File: src/verilog/uniboard_pkg.sv
// shared bus types and framing constants; uart is 8n1 at a fixed 12 clocks per bit
package uniboard_pkg;
	// uart bit timing
	localparam int clks_per_bit = 12;
	localparam int bit_cnt_w = $clog2(clks_per_bit);

	// framing bytes
	localparam logic [7:0] byte_start = 8'h01;
	localparam logic [7:0] byte_end = 8'h17;
	localparam logic [7:0] byte_escape = 8'h1B;

	// periph byte, register address, four write data bytes
	localparam int payload_max = 6;
	localparam int payload_cnt_w = $clog2(payload_max + 1);

	// pwm count advances once every pwm_tick_div clocks
	localparam int pwm_tick_div = 47;
	localparam int pwm_div_w = $clog2(pwm_tick_div);
	localparam int pwm_periph_id = 2;
	localparam logic [7:0] reg_left_duty = 8'd0;
	localparam logic [7:0] reg_right_duty = 8'd1;

	typedef enum logic {
		op_write = 1'b0,
		op_read = 1'b1
	} bus_op_e;

	// decoded frame, write data already zero filled
	typedef struct packed {
		logic read;
		logic [6:0] periph;
		logic [7:0] addr;
		logic [31:0] wdata;
	} command_t;

	// broadcast to every peripheral, qualified by its select bit
	typedef struct packed {
		bus_op_e op;
		logic [7:0] addr;
		logic [31:0] wdata;
	} bus_req_t;

	// size in bytes, sets how many data bytes the reply carries
	typedef struct packed {
		logic [31:0] rdata;
		logic [2:0] size;
	} bus_rsp_t;

	typedef struct packed {
		logic [7:0] periph_byte;
		logic [7:0] addr;
		logic [31:0] rdata;
		logic [2:0] size;
	} reply_t;
endpackage

File: src/verilog/uart_rx.sv
// 8n1 only, no parity; a byte whose stop bit reads low is silently dropped
module uart_rx
	import uniboard_pkg::*;
(
	input logic clk_12MHz,
	input logic reset,
	input logic rx,
	output logic [7:0] data,
	output logic data_valid
);
	typedef enum logic [1:0] {st_idle, st_start, st_data, st_stop} rx_state_e;

	rx_state_e state;
	logic rx_meta;
	logic rx_sync;
	logic [bit_cnt_w-1:0] count;
	logic [2:0] bit_idx;
	logic [7:0] shift;

	always_ff @(posedge clk_12MHz)
	begin
		if (reset)
		begin
			state <= st_idle;
			rx_meta <= 1'b1;
			rx_sync <= 1'b1;
			data_valid <= 1'b0;
		end
		else
		begin
			// two flop synchroniser, line idles high
			rx_meta <= rx;
			rx_sync <= rx_meta;
			data_valid <= 1'b0;
			case (state)
				st_idle:
				begin
					count <= '0;
					if (!rx_sync)
						state <= st_start;
				end
				st_start:
				begin
					// half a bit in, start bit should still be low
					if (count == bit_cnt_w'(clks_per_bit / 2 - 1))
					begin
						count <= '0;
						bit_idx <= '0;
						state <= rx_sync ? st_idle : st_data;
					end
					else
						count <= count + 1'b1;
				end
				st_data:
				begin
					if (count == bit_cnt_w'(clks_per_bit - 1))
					begin
						count <= '0;
						// lsb arrives first
						shift <= {rx_sync, shift[7:1]};
						bit_idx <= bit_idx + 3'd1;
						if (bit_idx == 3'd7)
							state <= st_stop;
					end
					else
						count <= count + 1'b1;
				end
				default:
				begin
					if (count == bit_cnt_w'(clks_per_bit - 1))
					begin
						// framing error check
						if (rx_sync)
						begin
							data <= shift;
							data_valid <= 1'b1;
						end
						state <= st_idle;
					end
					else
						count <= count + 1'b1;
				end
			endcase
		end
	end
endmodule

File: src/verilog/uart_tx.sv
// 8n1 only; send is ignored while busy, hold it until busy is seen
module uart_tx
	import uniboard_pkg::*;
(
	input logic clk_12MHz,
	input logic reset,
	input logic [7:0] data,
	input logic send,
	output logic busy,
	output logic tx
);
	logic [bit_cnt_w-1:0] count;
	logic [3:0] bit_idx;
	// data bits then the stop bit
	logic [8:0] shift;

	always_ff @(posedge clk_12MHz)
	begin
		if (reset)
		begin
			busy <= 1'b0;
			tx <= 1'b1;
			count <= '0;
			bit_idx <= '0;
		end
		else if (!busy)
		begin
			tx <= 1'b1;
			if (send)
			begin
				// start bit goes out right away
				shift <= {1'b1, data};
				tx <= 1'b0;
				busy <= 1'b1;
				count <= '0;
				bit_idx <= '0;
			end
		end
		else if (count == bit_cnt_w'(clks_per_bit - 1))
		begin
			count <= '0;
			// stop bit finished
			if (bit_idx == 4'd9)
				busy <= 1'b0;
			else
			begin
				tx <= shift[0];
				shift <= {1'b1, shift[8:1]};
				bit_idx <= bit_idx + 4'd1;
			end
		end
		else
			count <= count + 1'b1;
	end
endmodule

File: src/verilog/frame_decoder.sv
// bytes arriving while a command awaits its handshake are dropped, frames included
module frame_decoder
	import uniboard_pkg::*;
(
	input logic clk_12MHz,
	input logic reset,
	input logic [7:0] data,
	input logic data_valid,
	output command_t cmd,
	output logic cmd_req,
	input logic cmd_ack
);
	typedef enum logic [1:0] {st_idle, st_frame, st_escaped, st_hold} dec_state_e;

	dec_state_e state;
	logic [7:0] buffer [payload_max];
	logic [payload_cnt_w-1:0] count;
	logic [31:0] write_data;

	// missing write bytes read as zero
	always_comb
	begin
		for (int i = 0; i < 4; i++)
			write_data[8*i +: 8] = (count > payload_cnt_w'(i + 2)) ? buffer[i + 2] : 8'h00;
	end

	always_ff @(posedge clk_12MHz)
	begin
		if (reset)
		begin
			state <= st_idle;
			count <= '0;
			cmd_req <= 1'b0;
		end
		else
		begin
			case (state)
				st_idle:
				begin
					count <= '0;
					if (data_valid && data == byte_start)
						state <= st_frame;
				end
				st_frame:
				begin
					if (data_valid)
					begin
						case (data)
							// restart, previous bytes thrown away
							byte_start:
								count <= '0;
							byte_escape:
								state <= st_escaped;
							byte_end:
							begin
								// need at least periph and address
								if (count >= payload_cnt_w'(2))
								begin
									cmd.read <= buffer[0][7];
									cmd.periph <= buffer[0][6:0];
									cmd.addr <= buffer[1];
									cmd.wdata <= write_data;
									cmd_req <= 1'b1;
									state <= st_hold;
								end
								else
									state <= st_idle;
							end
							default:
							begin
								// extra bytes ignored
								if (count < payload_cnt_w'(payload_max))
								begin
									buffer[count] <= data;
									count <= count + 1'b1;
								end
							end
						endcase
					end
				end
				st_escaped:
				begin
					// taken literally, even framing bytes
					if (data_valid)
					begin
						if (count < payload_cnt_w'(payload_max))
						begin
							buffer[count] <= data;
							count <= count + 1'b1;
						end
						state <= st_frame;
					end
				end
				default:
				begin
					if (cmd_req && cmd_ack)
						cmd_req <= 1'b0;
					if (!cmd_req && !cmd_ack)
						state <= st_idle;
				end
			endcase
		end
	end
endmodule

File: src/verilog/bus_sequencer.sv
// one command at a time; no new command is taken until the reply handshake closes
module bus_sequencer
	import uniboard_pkg::*;
(
	input logic clk_12MHz,
	input logic reset,
	input command_t cmd,
	input logic cmd_req,
	output logic cmd_ack,
	output bus_req_t bus_req,
	output logic [127:0] select,
	input bus_rsp_t bus_rsp,
	output reply_t reply,
	output logic reply_req,
	input logic reply_ack
);
	typedef enum logic [3:0] {
		st_idle, st_wr_select, st_wr_hold, st_gap, st_rd_setup,
		st_rd_select, st_rd_hold, st_capture, st_reply
	} seq_state_e;

	seq_state_e state;
	command_t active;

	always_ff @(posedge clk_12MHz)
	begin
		if (reset)
		begin
			state <= st_idle;
			cmd_ack <= 1'b0;
			select <= '0;
			reply_req <= 1'b0;
		end
		else
		begin
			// ack falls once the decoder lets go of req
			if (cmd_ack && !cmd_req)
				cmd_ack <= 1'b0;
			case (state)
				st_idle:
				begin
					if (cmd_req && !cmd_ack)
					begin
						// bus setup cycle
						active <= cmd;
						cmd_ack <= 1'b1;
						bus_req.op <= cmd.read ? op_read : op_write;
						bus_req.addr <= cmd.addr;
						bus_req.wdata <= cmd.wdata;
						state <= cmd.read ? st_rd_select : st_wr_select;
					end
				end
				st_wr_select:
				begin
					select <= 128'(1) << active.periph;
					state <= st_wr_hold;
				end
				// second select cycle of the write
				st_wr_hold:
					state <= st_gap;
				st_gap:
				begin
					select <= '0;
					state <= st_rd_setup;
				end
				// read back of the same register
				st_rd_setup:
				begin
					bus_req.op <= op_read;
					state <= st_rd_select;
				end
				st_rd_select:
				begin
					select <= 128'(1) << active.periph;
					state <= st_rd_hold;
				end
				st_rd_hold:
					state <= st_capture;
				st_capture:
				begin
					// sampled at the end of the second select cycle
					reply.periph_byte <= {active.read, active.periph};
					reply.addr <= active.addr;
					reply.rdata <= bus_rsp.rdata;
					reply.size <= bus_rsp.size;
					select <= '0;
					reply_req <= 1'b1;
					state <= st_reply;
				end
				default:
				begin
					if (reply_req && reply_ack)
						reply_req <= 1'b0;
					if (!reply_req && !reply_ack)
						state <= st_idle;
				end
			endcase
		end
	end
endmodule

File: src/verilog/reply_encoder.sv
// data bytes beyond the fourth repeat, so peripherals must report a size of 4 or less
module reply_encoder
	import uniboard_pkg::*;
(
	input logic clk_12MHz,
	input logic reset,
	input reply_t reply,
	input logic reply_req,
	output logic reply_ack,
	output logic [7:0] tx_data,
	output logic send,
	input logic busy
);
	typedef enum logic [2:0] {st_idle, st_load, st_send, st_wait, st_done} enc_state_e;

	enc_state_e state;
	reply_t held;
	logic [3:0] idx;
	logic [3:0] end_idx;
	logic [1:0] data_sel;
	logic [7:0] cur_byte;
	logic frame_byte;
	logic needs_escape;
	logic escape_sent;
	logic last;

	// start, two header bytes, then size data bytes
	assign end_idx = 4'd3 + {1'b0, held.size};
	assign data_sel = 2'(idx - 4'd3);

	always_comb
	begin
		frame_byte = 1'b0;
		case (idx)
			4'd1: cur_byte = held.periph_byte;
			4'd2: cur_byte = held.addr;
			default: cur_byte = held.rdata[8*data_sel +: 8];
		endcase
		if (idx == 4'd0)
		begin
			cur_byte = byte_start;
			frame_byte = 1'b1;
		end
		else if (idx == end_idx)
		begin
			cur_byte = byte_end;
			frame_byte = 1'b1;
		end
		// framing bytes themselves go out raw
		needs_escape = !frame_byte &&
			(cur_byte == byte_start || cur_byte == byte_end || cur_byte == byte_escape);
	end

	always_ff @(posedge clk_12MHz)
	begin
		if (reset)
		begin
			state <= st_idle;
			reply_ack <= 1'b0;
			send <= 1'b0;
			escape_sent <= 1'b0;
			last <= 1'b0;
		end
		else
		begin
			case (state)
				st_idle:
				begin
					if (reply_req)
					begin
						held <= reply;
						reply_ack <= 1'b1;
						idx <= '0;
						escape_sent <= 1'b0;
						last <= 1'b0;
						state <= st_load;
					end
				end
				st_load:
				begin
					send <= 1'b1;
					state <= st_send;
					// escape first, same index again afterwards
					if (needs_escape && !escape_sent)
					begin
						tx_data <= byte_escape;
						escape_sent <= 1'b1;
					end
					else
					begin
						tx_data <= cur_byte;
						escape_sent <= 1'b0;
						last <= (idx == end_idx);
						idx <= idx + 4'd1;
					end
				end
				st_send:
				begin
					if (busy)
					begin
						send <= 1'b0;
						state <= st_wait;
					end
				end
				// character still on the line
				st_wait:
				begin
					if (!busy)
						state <= last ? st_done : st_load;
				end
				default:
				begin
					if (!reply_req)
					begin
						reply_ack <= 1'b0;
						state <= st_idle;
					end
				end
			endcase
		end
	end
endmodule

File: src/verilog/motor_pwm_peripheral.sv
// pwm period is 256 ticks of 47 clocks; duty 255 still leaves one low tick per period
module motor_pwm_peripheral
	import uniboard_pkg::*;
(
	input logic clk_12MHz,
	input logic reset,
	input bus_req_t bus_req,
	input logic select,
	output bus_rsp_t bus_rsp,
	output logic pwm_left,
	output logic pwm_right
);
	logic [7:0] duty_left;
	logic [7:0] duty_right;
	logic select_q;
	logic [pwm_div_w-1:0] div_count;
	logic [7:0] pwm_count;

	// registers and write on the rising edge of select
	always_ff @(posedge clk_12MHz)
	begin
		if (reset)
		begin
			duty_left <= '0;
			duty_right <= '0;
			select_q <= 1'b0;
		end
		else
		begin
			select_q <= select;
			if (select && !select_q && bus_req.op == op_write)
			begin
				if (bus_req.addr == reg_left_duty)
					duty_left <= bus_req.wdata[7:0];
				else if (bus_req.addr == reg_right_duty)
					duty_right <= bus_req.wdata[7:0];
			end
		end
	end

	// read data settles one cycle into select, both registers one byte
	always_ff @(posedge clk_12MHz)
	begin
		if (select)
		begin
			bus_rsp.size <= 3'd1;
			case (bus_req.addr)
				reg_left_duty: bus_rsp.rdata <= {24'd0, duty_left};
				reg_right_duty: bus_rsp.rdata <= {24'd0, duty_right};
				default: bus_rsp.rdata <= '0;
			endcase
		end
	end

	// tick divider and free running count
	always_ff @(posedge clk_12MHz)
	begin
		if (reset)
		begin
			div_count <= '0;
			pwm_count <= '0;
			pwm_left <= 1'b0;
			pwm_right <= 1'b0;
		end
		else
		begin
			if (div_count == pwm_div_w'(pwm_tick_div - 1))
			begin
				div_count <= '0;
				pwm_count <= pwm_count + 8'd1;
			end
			else
				div_count <= div_count + 1'b1;
			pwm_left <= (pwm_count < duty_left);
			pwm_right <= (pwm_count < duty_right);
		end
	end
endmodule

File: src/verilog/uniboard_top.sv
// reset is external and synchronous to clk_12MHz; only the motor pwm peripheral is fitted
module uniboard_top
	import uniboard_pkg::*;
(
	input logic clk_12MHz,
	input logic reset,
	input logic uart_rx,
	output logic uart_tx,
	output logic motor_pwm_l,
	output logic motor_pwm_r
);
	logic [7:0] rx_data;
	logic rx_valid;
	command_t cmd;
	logic cmd_req;
	logic cmd_ack;
	bus_req_t bus_req;
	logic [127:0] select;
	bus_rsp_t pwm_rsp;
	bus_rsp_t bus_rsp;
	reply_t reply;
	logic reply_req;
	logic reply_ack;
	logic [7:0] tx_data;
	logic send;
	logic tx_busy;

	uart_rx u_rx (.clk_12MHz(clk_12MHz), .reset(reset), .rx(uart_rx),
		.data(rx_data), .data_valid(rx_valid));

	frame_decoder u_decoder (.clk_12MHz(clk_12MHz), .reset(reset), .data(rx_data),
		.data_valid(rx_valid), .cmd(cmd), .cmd_req(cmd_req), .cmd_ack(cmd_ack));

	bus_sequencer u_sequencer (.clk_12MHz(clk_12MHz), .reset(reset), .cmd(cmd),
		.cmd_req(cmd_req), .cmd_ack(cmd_ack), .bus_req(bus_req), .select(select),
		.bus_rsp(bus_rsp), .reply(reply), .reply_req(reply_req), .reply_ack(reply_ack));

	reply_encoder u_encoder (.clk_12MHz(clk_12MHz), .reset(reset), .reply(reply),
		.reply_req(reply_req), .reply_ack(reply_ack), .tx_data(tx_data), .send(send),
		.busy(tx_busy));

	uart_tx u_tx (.clk_12MHz(clk_12MHz), .reset(reset), .data(tx_data), .send(send),
		.busy(tx_busy), .tx(uart_tx));

	motor_pwm_peripheral u_motor_pwm (.clk_12MHz(clk_12MHz), .reset(reset),
		.bus_req(bus_req), .select(select[pwm_periph_id]), .bus_rsp(pwm_rsp),
		.pwm_left(motor_pwm_l), .pwm_right(motor_pwm_r));

	// every other select bit lands on the null peripheral, zero data and size
	assign bus_rsp = select[pwm_periph_id] ? pwm_rsp : '0;
endmodule

File: config.mk
export PLATFORM = sky130hd
export DESIGN_NAME = uniboard_top
export DESIGN_NICKNAME = d
export VERILOG_FILES = /design/src/verilog/uniboard_pkg.sv /design/src/verilog/uart_rx.sv /design/src/verilog/uart_tx.sv /design/src/verilog/frame_decoder.sv /design/src/verilog/bus_sequencer.sv /design/src/verilog/reply_encoder.sv /design/src/verilog/motor_pwm_peripheral.sv /design/src/verilog/uniboard_top.sv
export SDC_FILE = /design/constraint.sdc
export NUM_CORES = 1
export LEC_CHECK = 0
export ABC_AREA = 1
export ABC_CLOCK_PERIOD_IN_PS = 8200
export BUFFER_PORTS_ARGS = -buffer_cell sky130_fd_sc_hd__buf_2
export CAP_MARGIN = 40
export CORE_UTILIZATION = 40
export CTS_BUF_LIST = sky130_fd_sc_hd__clkbuf_4 sky130_fd_sc_hd__clkbuf_8
export DETAILED_ROUTE_END_ITERATION = 8
export HOLD_SLACK_MARGIN = 0.03
export PLACE_DENSITY = 0.6
export SYNTH_ARGS = -nofsm -noshare
export SYNTH_HDL_FRONTEND = slang
export SYNTH_SLANG_ARGS = --single-unit
File: constraint.sdc
create_clock -name clk_12MHz -period 8.2 [get_ports clk_12MHz]
set_input_delay 0.82 -clock clk_12MHz [delete_from_list [all_inputs] [get_ports clk_12MHz]]
set_output_delay 0.82 -clock clk_12MHz [all_outputs]
set_load 0.05 [all_outputs]
# Word-level counts from Yosys, hierarchy flattened
# Memories as Yosys holds them, arrays and structs flattened. A register that Yosys moved wholly into a read port is not among the register bits.
# Cells that the tools add are included.
totals:
  reg_bits: 221
  elab_cells: 307
  out_inout_bits: 3
  mem_bits_rw: 48
  memories: 1
memory_table:
  columns: ["name", "depth", "word_bits", "rd", "rd_clocked_by_memory_dff", "wr", "line", "source"]
  rows:
  - ["u_decoder.buffer", 6, 8, 6, 6, 1, "frame_decoder.sv:16", "logic [7:0] buffer [payload_max];"]
op_classes:
  n_lt_le_gt_ge: 8
  n_eq_ne: 51
  n_reduce_logical: 79
  addsub: 10
  shift: 2
  mux: 99
  bitwise_logic: 9
ops:
  columns: ["operator", "count"]
  rows:
  - ["$mux W4", 13]
  - ["$mux W41", 1]
  - ["$mux W1", 36]
  - ["$mux W9", 4]
  - ["$mux W3", 11]
  - ["$eq A8 B5 Y1 const B", 4]
  - ["$pmux W4 S8", 1]
  - ["$pmux W8 S2", 2]
  - ["$shiftx A32 B6 Y8", 1]
  - ["$eq A8 B1 Y1 const B", 3]
  - ["$mux W8", 3]
  - ["$reduce_and A3 Y1", 8]
  - ["$reduce_and A4 Y1", 6]
  - ["$mux W2", 11]
  - ["$eq A4 B3 Y1 const B", 5]
  - ["$ne A2 B2 Y1 const B", 10]
  - ["$reduce_and A5 Y1", 4]
  - ["$pmux W3 S2", 3]
  - ["$reduce_and A2 Y1", 9]
  - ["$add A4 B1 Y4 const B", 4]
  - ["$lt A8 B8 Y1", 2]
  - ["$ne A2 B1 Y1 const B", 8]
  - ["$reduce_bool A2 Y1", 8]
  - ["$pmux W1 S2", 7]
  - ["other kinds (45)", 94]

# Longest topological paths before layout
# Gate-level depths: netlist (run 1).
logic_depth:
  word_depth: 12
  mapped_depth: 15

# Cells and area by module
# From an unflattened synthesis (run 1), not the netlist that was laid out.
hier_totals:
  cells_unflattened: 2009
  area_unflattened_um2: 20250.7
by_module_without_submodules:
  columns: ["module", "seq_area_each_um2", "instances", "area_per_inst_um2", "cells_each"]
  rows:
  - ["bus_sequencer", 5685.5, 1, 8440.6, 793]
  - ["frame_decoder", 3002.9, 1, 3856.2, 289]
  - ["reply_encoder", 2031.9, 1, 3261.9, 325]
  - ["motor_pwm_peripheral", 900.9, 1, 2324.7, 316]
  - ["uart_rx", 790.8, 1, 1181.1, 96]
  - ["uart_tx", 440.4, 1, 882.1, 116]
  - ["uniboard_top", 0.0, 1, 304.0, 74]

# Least setup slack after synthesis (run 1)
# OpenSTA, ideal clock, no wires.
synth_path:
  path_type: "register to register"
  start: "reg u_rx.data[7]"
  end: "reg u_decoder.cmd[0] (netlist name)"
  setup_slack_ns: 4.859
  arrival_time_ns: 2.903
  path_stages_with_launch: 6
  path_cell_list: "edfxtp_1 > or2_2 > nor3_2 > nand3_1 > nand3b_1 > nor3_1"
synth_via:
  elab_chain_len: 2
synth_lines:
  columns: ["element", "line", "source"]
  rows:
  - ["from (decl)", "uart_rx.sv:8", "output logic [7:0] data,"]
  - ["from (signal assigned)", "uart_rx.sv:75", "data <= shift;"]
  - ["$eq A8 B5 Y1", "frame_decoder.sv:48", "case (data)"]
  - ["$reduce_and A5 Y1 (no line)", null, null]
# Every way passes these cells.
# A chain may end at the register's enable or synchronous reset.

# Worst setup path in the final report (run 1)
layout_path:
  start: "reg u_encoder.idx[0]"
  end: "reg u_encoder.idx[2] (enable)"
layout_via:
  elab_chain_len: 12
  elab_cells_between_ends: 21
layout_lines:
  columns: ["element", "line", "source"]
  rows:
  - ["from (decl)", "reply_encoder.sv:18", "logic [3:0] idx;"]
  - ["from (signal assigned)", "reply_encoder.sv:94", "idx <= idx + 4'd1;"]
  - ["$sub A2 B2 Y2 (*)", "reply_encoder.sv:29", "assign data_sel = 2'(idx - 4'd3);"]
  - ["via u_encoder.data_sel[0]", "reply_encoder.sv:20", "logic [1:0] data_sel;"]
  - ["$shiftx A32 B6 Y8 (*)", "reply_encoder.sv:37", "default: cur_byte = held.rdata[8*data_sel +: 8];"]
  - ["$pmux W8 S2 (*)", "reply_encoder.sv:34", "case (idx)"]
  - ["$mux W8 (*)", "reply_encoder.sv:44", "else if (idx == end_idx)"]
  - ["$mux W8 (*)", "reply_encoder.sv:39", "if (idx == 4'd0)"]
  - ["$eq A8 B1 Y1 / $eq A8 B5 Y1 (equally long branches)", "reply_encoder.sv:51", "(cur_byte == byte_start || cur_byte == byte_end || cur_byte == byte_escape);"]
  - ["$logic_or A1 B1 Y1", "reply_encoder.sv:51", null]
  - ["$logic_or A1 B1 Y1 (*)", "reply_encoder.sv:51", null]
  - ["$logic_and A1 B1 Y1 (*)", "reply_encoder.sv:50", "needs_escape = !frame_byte &&"]
  - ["$logic_and A1 B1 Y1 (*)", "reply_encoder.sv:84", "if (needs_escape && !escape_sent)"]
  - ["$ne A2 B2 Y1 (no line) (*)", null, null]
  - ["$reduce_and A4 Y1 (no line) (*)", null, null]
# Mark *: on every way through the listed nets, which the timed path passes. The rest lies on a longest branch.

==> metrics, run 1 <==
Detail Placement HPWL=around 11 mm; asr flop ratio synth=0%; Final ANT Viol Nets=0; post-place instance area=10300 um2; GRT Total Usage=approximately an eighth; clk_lat worst skew=0.53 ns; Synth Cell Area=around 9800 um2; Overall Power=2.87 mW; Yosys cell types=44; Post-Syn Instances=882; total grt overflow=0; DIE AREA=around 25000 um2; layout cells sized above 1=12.3%; WP data arrival=2.76 ns; gpl congestion=roughly 0.8; clk root buf=clkbuf_8; slew margin rel.=51.0%; final instance area=roughly 11000 um2; H-tree Lvls=2; mean post-synth cell area=11.1 um2; hold buffers post-CTS=0; vias in the first global route=~5700; Slew Viols, Final=0; via count=5886; clk slew on worst S/H paths=0.06 ns; Synth warnings=0; num ports=6; starting density of the core=41.4%; startpoint types=flop; IO Port Bufs=5; Leak=4.25 nW; Slew @ Worst Pin=0.733 ns; max-capacitance violation count=0; final setup margin=5.69 ns; Final Hold Fails=0; CTS tree=yes; wire length of the first global-routing pass=27.1 mm; Core ar.=23800 um2; required time of the critical path=8.45 ns; initial antenna violation count=0; post-CTS setup buffers=0; first drt pass iteration count=4; cts repair resizes=0; Post-Syn Nets=923; post-layout min period=2.51 ns; Worst Hold Class=reg -> reg; Horiz. Die Dim=~160 um; ANT cells=0; Final setup viols=0; pre-CTS WS=5.40 ns; worst clock skew=0.0268 ns; largest net degree at the start of global routing=38; Post-synth EDFFs=174; DR WL/cell=around 13 um; Routed WL=16.1 mm; maximum VDD drop=204 uV; clk sinks=242; Final period util=a little under a third; Chip Height=159 um; CTS Buffer Depth=3; crit path kind=reg -> reg; Nets=964; part of the Yosys area used for sequential elements=67.1%; area grow syn2layout=13.3%; Initial DRC Count=~300; flop and latch count out of synthesis=roughly 240; status=completed; main flop type after synthesis=edfxtp_1; CP endpoint kind=flop; Max FO, Critical Path=8; Max Fclk=398 MHz; RSZ-0062 raised after global routing=false; Via density=4.63; DRC viols=0; CTS buffer count=40; Rows=56; PwrDens=between 200 and 300 nW/um2; setup TNS=0 ns
==> final timing paths <==
path                               start           endpoint  slack, ns  depth (start not counted)
setup / recovery        u_encoder.idx[0]   u_encoder.idx[2]       5.69                         11
hold / removal    u_decoder.buffer[1][4]  u_decoder.cmd[36]       0.40                          0
setup reg to reg        u_encoder.idx[0]   u_encoder.idx[2]       5.69                         11
hold reg to reg   u_decoder.buffer[1][4]  u_decoder.cmd[36]       0.40                          0
==> flip-flops by register name (all words and copies together) (netlist names), 17 cells and up <==
register and count:
u_decoder.cmd 24, u_encoder.held 25, u_sequencer.reply 25, u_decoder.buffer 24
u_sequencer.bus_req 17
==> placed cells by master, fill, tap and decap left out, types with 5 or more instances in the layout <==
cell type | synthesis | layout
a21oi_1 | 51 | 51
o22ai_1 | 9 | 9
inv_2 | 5 | 5
clkbuf_4 | 0 | 16
nand3_1 | 46 | 46
dfxtp_1 | 68 | 68
nand2_1 | 142 | 142
or2_2 | 6 | 6
edfxtp_1 | 174 | 174
inv_1 | 124 | 124
nor2_2 | 7 | 9
ha_1 | 38 | 38
nor2_1 | 73 | 71
clkbuf_8 | 0 | 45
a31oi_1 | 6 | 6
nand4_1 | 10 | 10
buf_2 | 1 | 7
nor3_1 | 25 | 23
o21ai_0 | 43 | 43
==> critical path: stages, from the launching register on <==
cell and delay, ns:
edfxtp_1 0.50, inv_1 0.15, ha_1 0.36, nor2_2 0.25
nand3_1 0.13, nand3_1 0.11, nand2_1 0.07, nor2_2 0.10
nand2_1 0.07, nor2_2 0.13, nand3_2 0.13, and3_1 0.25
==> report_power, final <==
part / switching (mW) / leakage, nW / internal, mW
Sequential: 0.0435 / 2.13 / 1.37
Clock: 0.455 / 0.464 / 0.671
Combinational: 0.224 / 1.65 / 0.107
Total: 0.722 / 4.25 / 2.14
==> metrics by stage <==
| step | hold WS, ns | util [%] | std cells |
|---|---|---|---|
| finish | 0.404 | 46.9 | 1271 |
| global route | 0.403 | 46.9 | 1271 |
| CTS | 0.402 | 46.9 | 1271 |
| detailed placement | 0.405 | 43.2 | 1200 |
| global placement | 0.401 | 43.0 | 1196 |
| floorplan | 0.389 | - | 882 |
==> area by class of cell <==
cell class,instances,area [um2]
clock buffer,61,739
sequential,242,6590
tap,319,399
timing repair buffer,13,95.1
multi-input combinational,496,2690
inverter,130,488
fill,2169,12600
clock inverter,10,129
==> cell usage after synthesis (all sizes together), types with 2 or more instances <==
| library cell | n | area, um2 |
|---|---|---|
| edfxtp | 174 | 5230 |
| nand2 | 145 | 552 |
| inv | 129 | 484 |
| nor2 | 83 | 352 |
| dfxtp | 68 | 1360 |
| a21oi | 51 | 255 |
| nand3 | 48 | 250 |
| o21ai | 44 | 224 |
| ha | 38 | 475 |
| nor3 | 26 | 135 |
| clkbuf | 11 | 41.3 |
| nand4 | 10 | 62.6 |
| o22ai | 9 | 56.3 |
| a31oi | 6 | 37.5 |
| or2 | 6 | 37.5 |
| xnor2 | 4 | 35.0 |
| buf | 3 | 27.5 |
| nand3b | 3 | 22.5 |
| a211oi | 2 | 15.0 |
| a21boi | 2 | 15.0 |
| nor3b | 2 | 15.0 |
| nor4 | 2 | 12.5 |
| o21bai | 2 | 15.0 |
| xor2 | 2 | 17.5 |
==> cell families (layout without fill, tap and decap cells) <==
| group | after synthesis | in the layout | synth area share (%) |
|---|---|---|---|
| flops | 242 | 242 | 67.1 |
| compound gates | 126 | 126 | 7.18 |
| buf+inv | 144 | 214 | 5.67 |
| fa+ha+maj | 38 | 38 | 4.84 |
| simple gates | 326 | 326 | 14.7 |
| xor+xnor | 6 | 6 | 0.535 |
==> routing by layer <==
layer	GRT usage [%]	wire length (um)
met5	0	0
met4	5.08	354
met3	3.16	597
met1	16.2	7440
met2	22.2	7710
Power figures use the tool's default switching activity.
==> run 2, diff against run 1 <==
--- a/config.mk
+++ b/config.mk
@@ -6,7 +6,7 @@
 export NUM_CORES = 1
 export LEC_CHECK = 0
 export ABC_AREA = 1
-export ABC_CLOCK_PERIOD_IN_PS = 8200
+export ABC_CLOCK_PERIOD_IN_PS = 2600
 export BUFFER_PORTS_ARGS = -buffer_cell sky130_fd_sc_hd__buf_2
 export CAP_MARGIN = 40
 export CORE_UTILIZATION = 40
==> constraint.sdc (replaced) <==
create_clock -name clk_12MHz -period 2.6 [get_ports clk_12MHz]
set_input_delay 0.26 -clock clk_12MHz [delete_from_list [all_inputs] [get_ports clk_12MHz]]
set_output_delay 0.26 -clock clk_12MHz [all_outputs]
set_load 0.05 [all_outputs]
==> run 2 against run 1 <==
Against the previous run: non-clock buffer count up 12; via count up 3.3%; register-to-register slack worse by 5.5 ns; power rose to 3.1 times the previous value; clock-buffer cell count down 4; die area unchanged; wire length up 6.7%; fmax up 3.5%; critical path type unchanged; highest routed layer unchanged.
==> metrics, run 2 (synthesis results as in run 1) <==
status=completed; slew margin rel.=52.1%; Slew @ Worst Pin=0.716 ns; Worst Setup SP=u_encoder.idx[1]; Horiz. Die Dim=159 um; Worst Hold Class=in -> reg; Leak=4.29 nW; starting density of the core=~41%; crit path kind=reg -> reg; CTS buffer count=40; post-layout min period=2.43 ns; PwrDens=797 nW/um2; CP endpoint kind=flop; wire length of the first global-routing pass=~29 mm; Chip Height=159 um; biggest regs=u_encoder.held (25), u_sequencer.reply (25); largest net degree at the start of global routing=34; ANT cells=0; Max FO, Critical Path=7; most frequent cells in the layout=edfxtp_1 (174), nand2_1 (142), inv_1 (124), nor2_1 (71), dfxtp_1 (68); Final setup viols=0; Core ar.=23800 um2; total grt overflow=0; GRT Total Usage=13.9%; RSZ-0062 raised after global routing=false; worst hold path depth=5; area grow syn2layout=14.2%; num ports=6; Rows=56; r2r startpoint=u_encoder.idx[1]; clk_lat worst skew=roughly 0.52 ns; H-tree Lvls=2; DRC viols=0; DIE AREA=25200 um2; Hold Crit Start=reset; DR WL/cell=13.4 um; final std cells w/o fill=1286; Final ANT Viol Nets=0; worst reg2reg path depth=11; clk sinks=~240; WP data arrival=2.68 ns; Final period util=93.3%; startpoint types=flop; commonest non-fill, non-tap cell in the layout=edfxtp_1; Via density=4.73; Initial DRC Count=455; CTS tree=yes; IO Port Bufs=5; via count=about 6100; max-capacitance violation count=0; Placed Instances=1211; clk slew on worst S/H paths=0.06 ns; clk root buf=clkbuf_8; Final Hold Fails=0; maximum VDD drop=450 uV; vias in the first global route=5884; Max Fclk=412 MHz; CTS Buffer Depth=3; required time of the critical path=2.86 ns; Routed WL=~17 mm; gpl congestion=0.875; worst clock skew=0.0142 ns; Detail Placement HPWL=12.0 mm; Nets=976; layout cells sized above 1=13.0%; initial antenna violation count=0; first drt pass iteration count=5; Slew Viols, Final=0; setup TNS=0 ns
-- run 2: changes by cell type in the layout (fill, tap and decap cells not counted), moves of 2 or more --
| cell | before | now |
|---|---|---|
| nor3_2 | 3 | 1 |
| clkinv_1 | 3 | 10 |
| clkbuf_4 | 16 | 13 |
| clkinvlp_4 | 0 | 2 |
| ha_2 | 0 | 2 |
| nor3_4 | 0 | 2 |
| buf_4 | 4 | 17 |
| ha_1 | 38 | 36 |
| buf_8 | 2 | 0 |
-- run 2: layer usage --
metal,share of wire (%),track usage [%],vias to the layer above,wire [um]
li1,-,-,3124,-
met3,3.3,2.87,31,564
met5,0,0,-,0
met2,48,23.6,84,8250
met1,46,17.4,2844,7990
met4,2.2,5.43,0,383
-- run 2: path summary, 6_finish.rpt --
kind,slack (ns),to
hold reg to reg,0.41,u_rx.rx_sync
hold / removal,0.31,u_decoder.state[0]
setup reg to reg,0.17,u_encoder.idx[3]
setup / recovery,0.17,u_encoder.idx[3]
-- run 2: metrics by stage --
step                      hold slack (ns)  power (mW)  area, um2  setup slack [ns]  utilization, %
after floorplan                     0.364        5.33       9830           0.00584               -
after global placement              0.395        5.61      10400             0.289            43.6
after detailed placement            0.396        5.62      10400             0.184            43.6
after CTS                           0.270        9.04      11200             0.163            47.2
after global routing                0.303        9.41      11200            0.0153            47.2
final                               0.308        8.93      11200             0.173            47.2
-- run 2: area by class of cell --
type / count / area (um2)
Timing Repair Buffer: 25 / 188
Clock inverter: 17 / 129
Clock buffer: 57 / 703
Sequential cell: 242 / 6590
Inverter: 130 / 488
Multi-Input combinational cell: 496 / 2720
Tap cell: 319 / 399
Fill cell: 2174 / 12500
-- run 2: timing repair --
item / in CTS / in global routing
hold buffers: 1 / 0
setup endpoints to repair: 0 / 4
endpoints found under the hold margin: 1 / 0
gates resized for setup: 0 / 3
setup buffers: 0 / 0
-- run 2: critical path, cell delays in order (launching register included) --
cell and delay [ns]:
edfxtp_1 0.48, inv_1 0.15, ha_1 0.27, nor2_2 0.27
nand3_1 0.13, nand3_1 0.10, nand2_1 0.07, nor2_2 0.10
nand2_1 0.07, nor2_2 0.15, nand3_2 0.15, and3_1 0.23
-- run 2: report_power, final --
group | internal [mW] | total (mW) | switching (mW)
clock network | 1.95 | 3.38 | 1.44
registers | 4.31 | 4.44 | 0.135
logic | 0.370 | 1.11 | 0.737
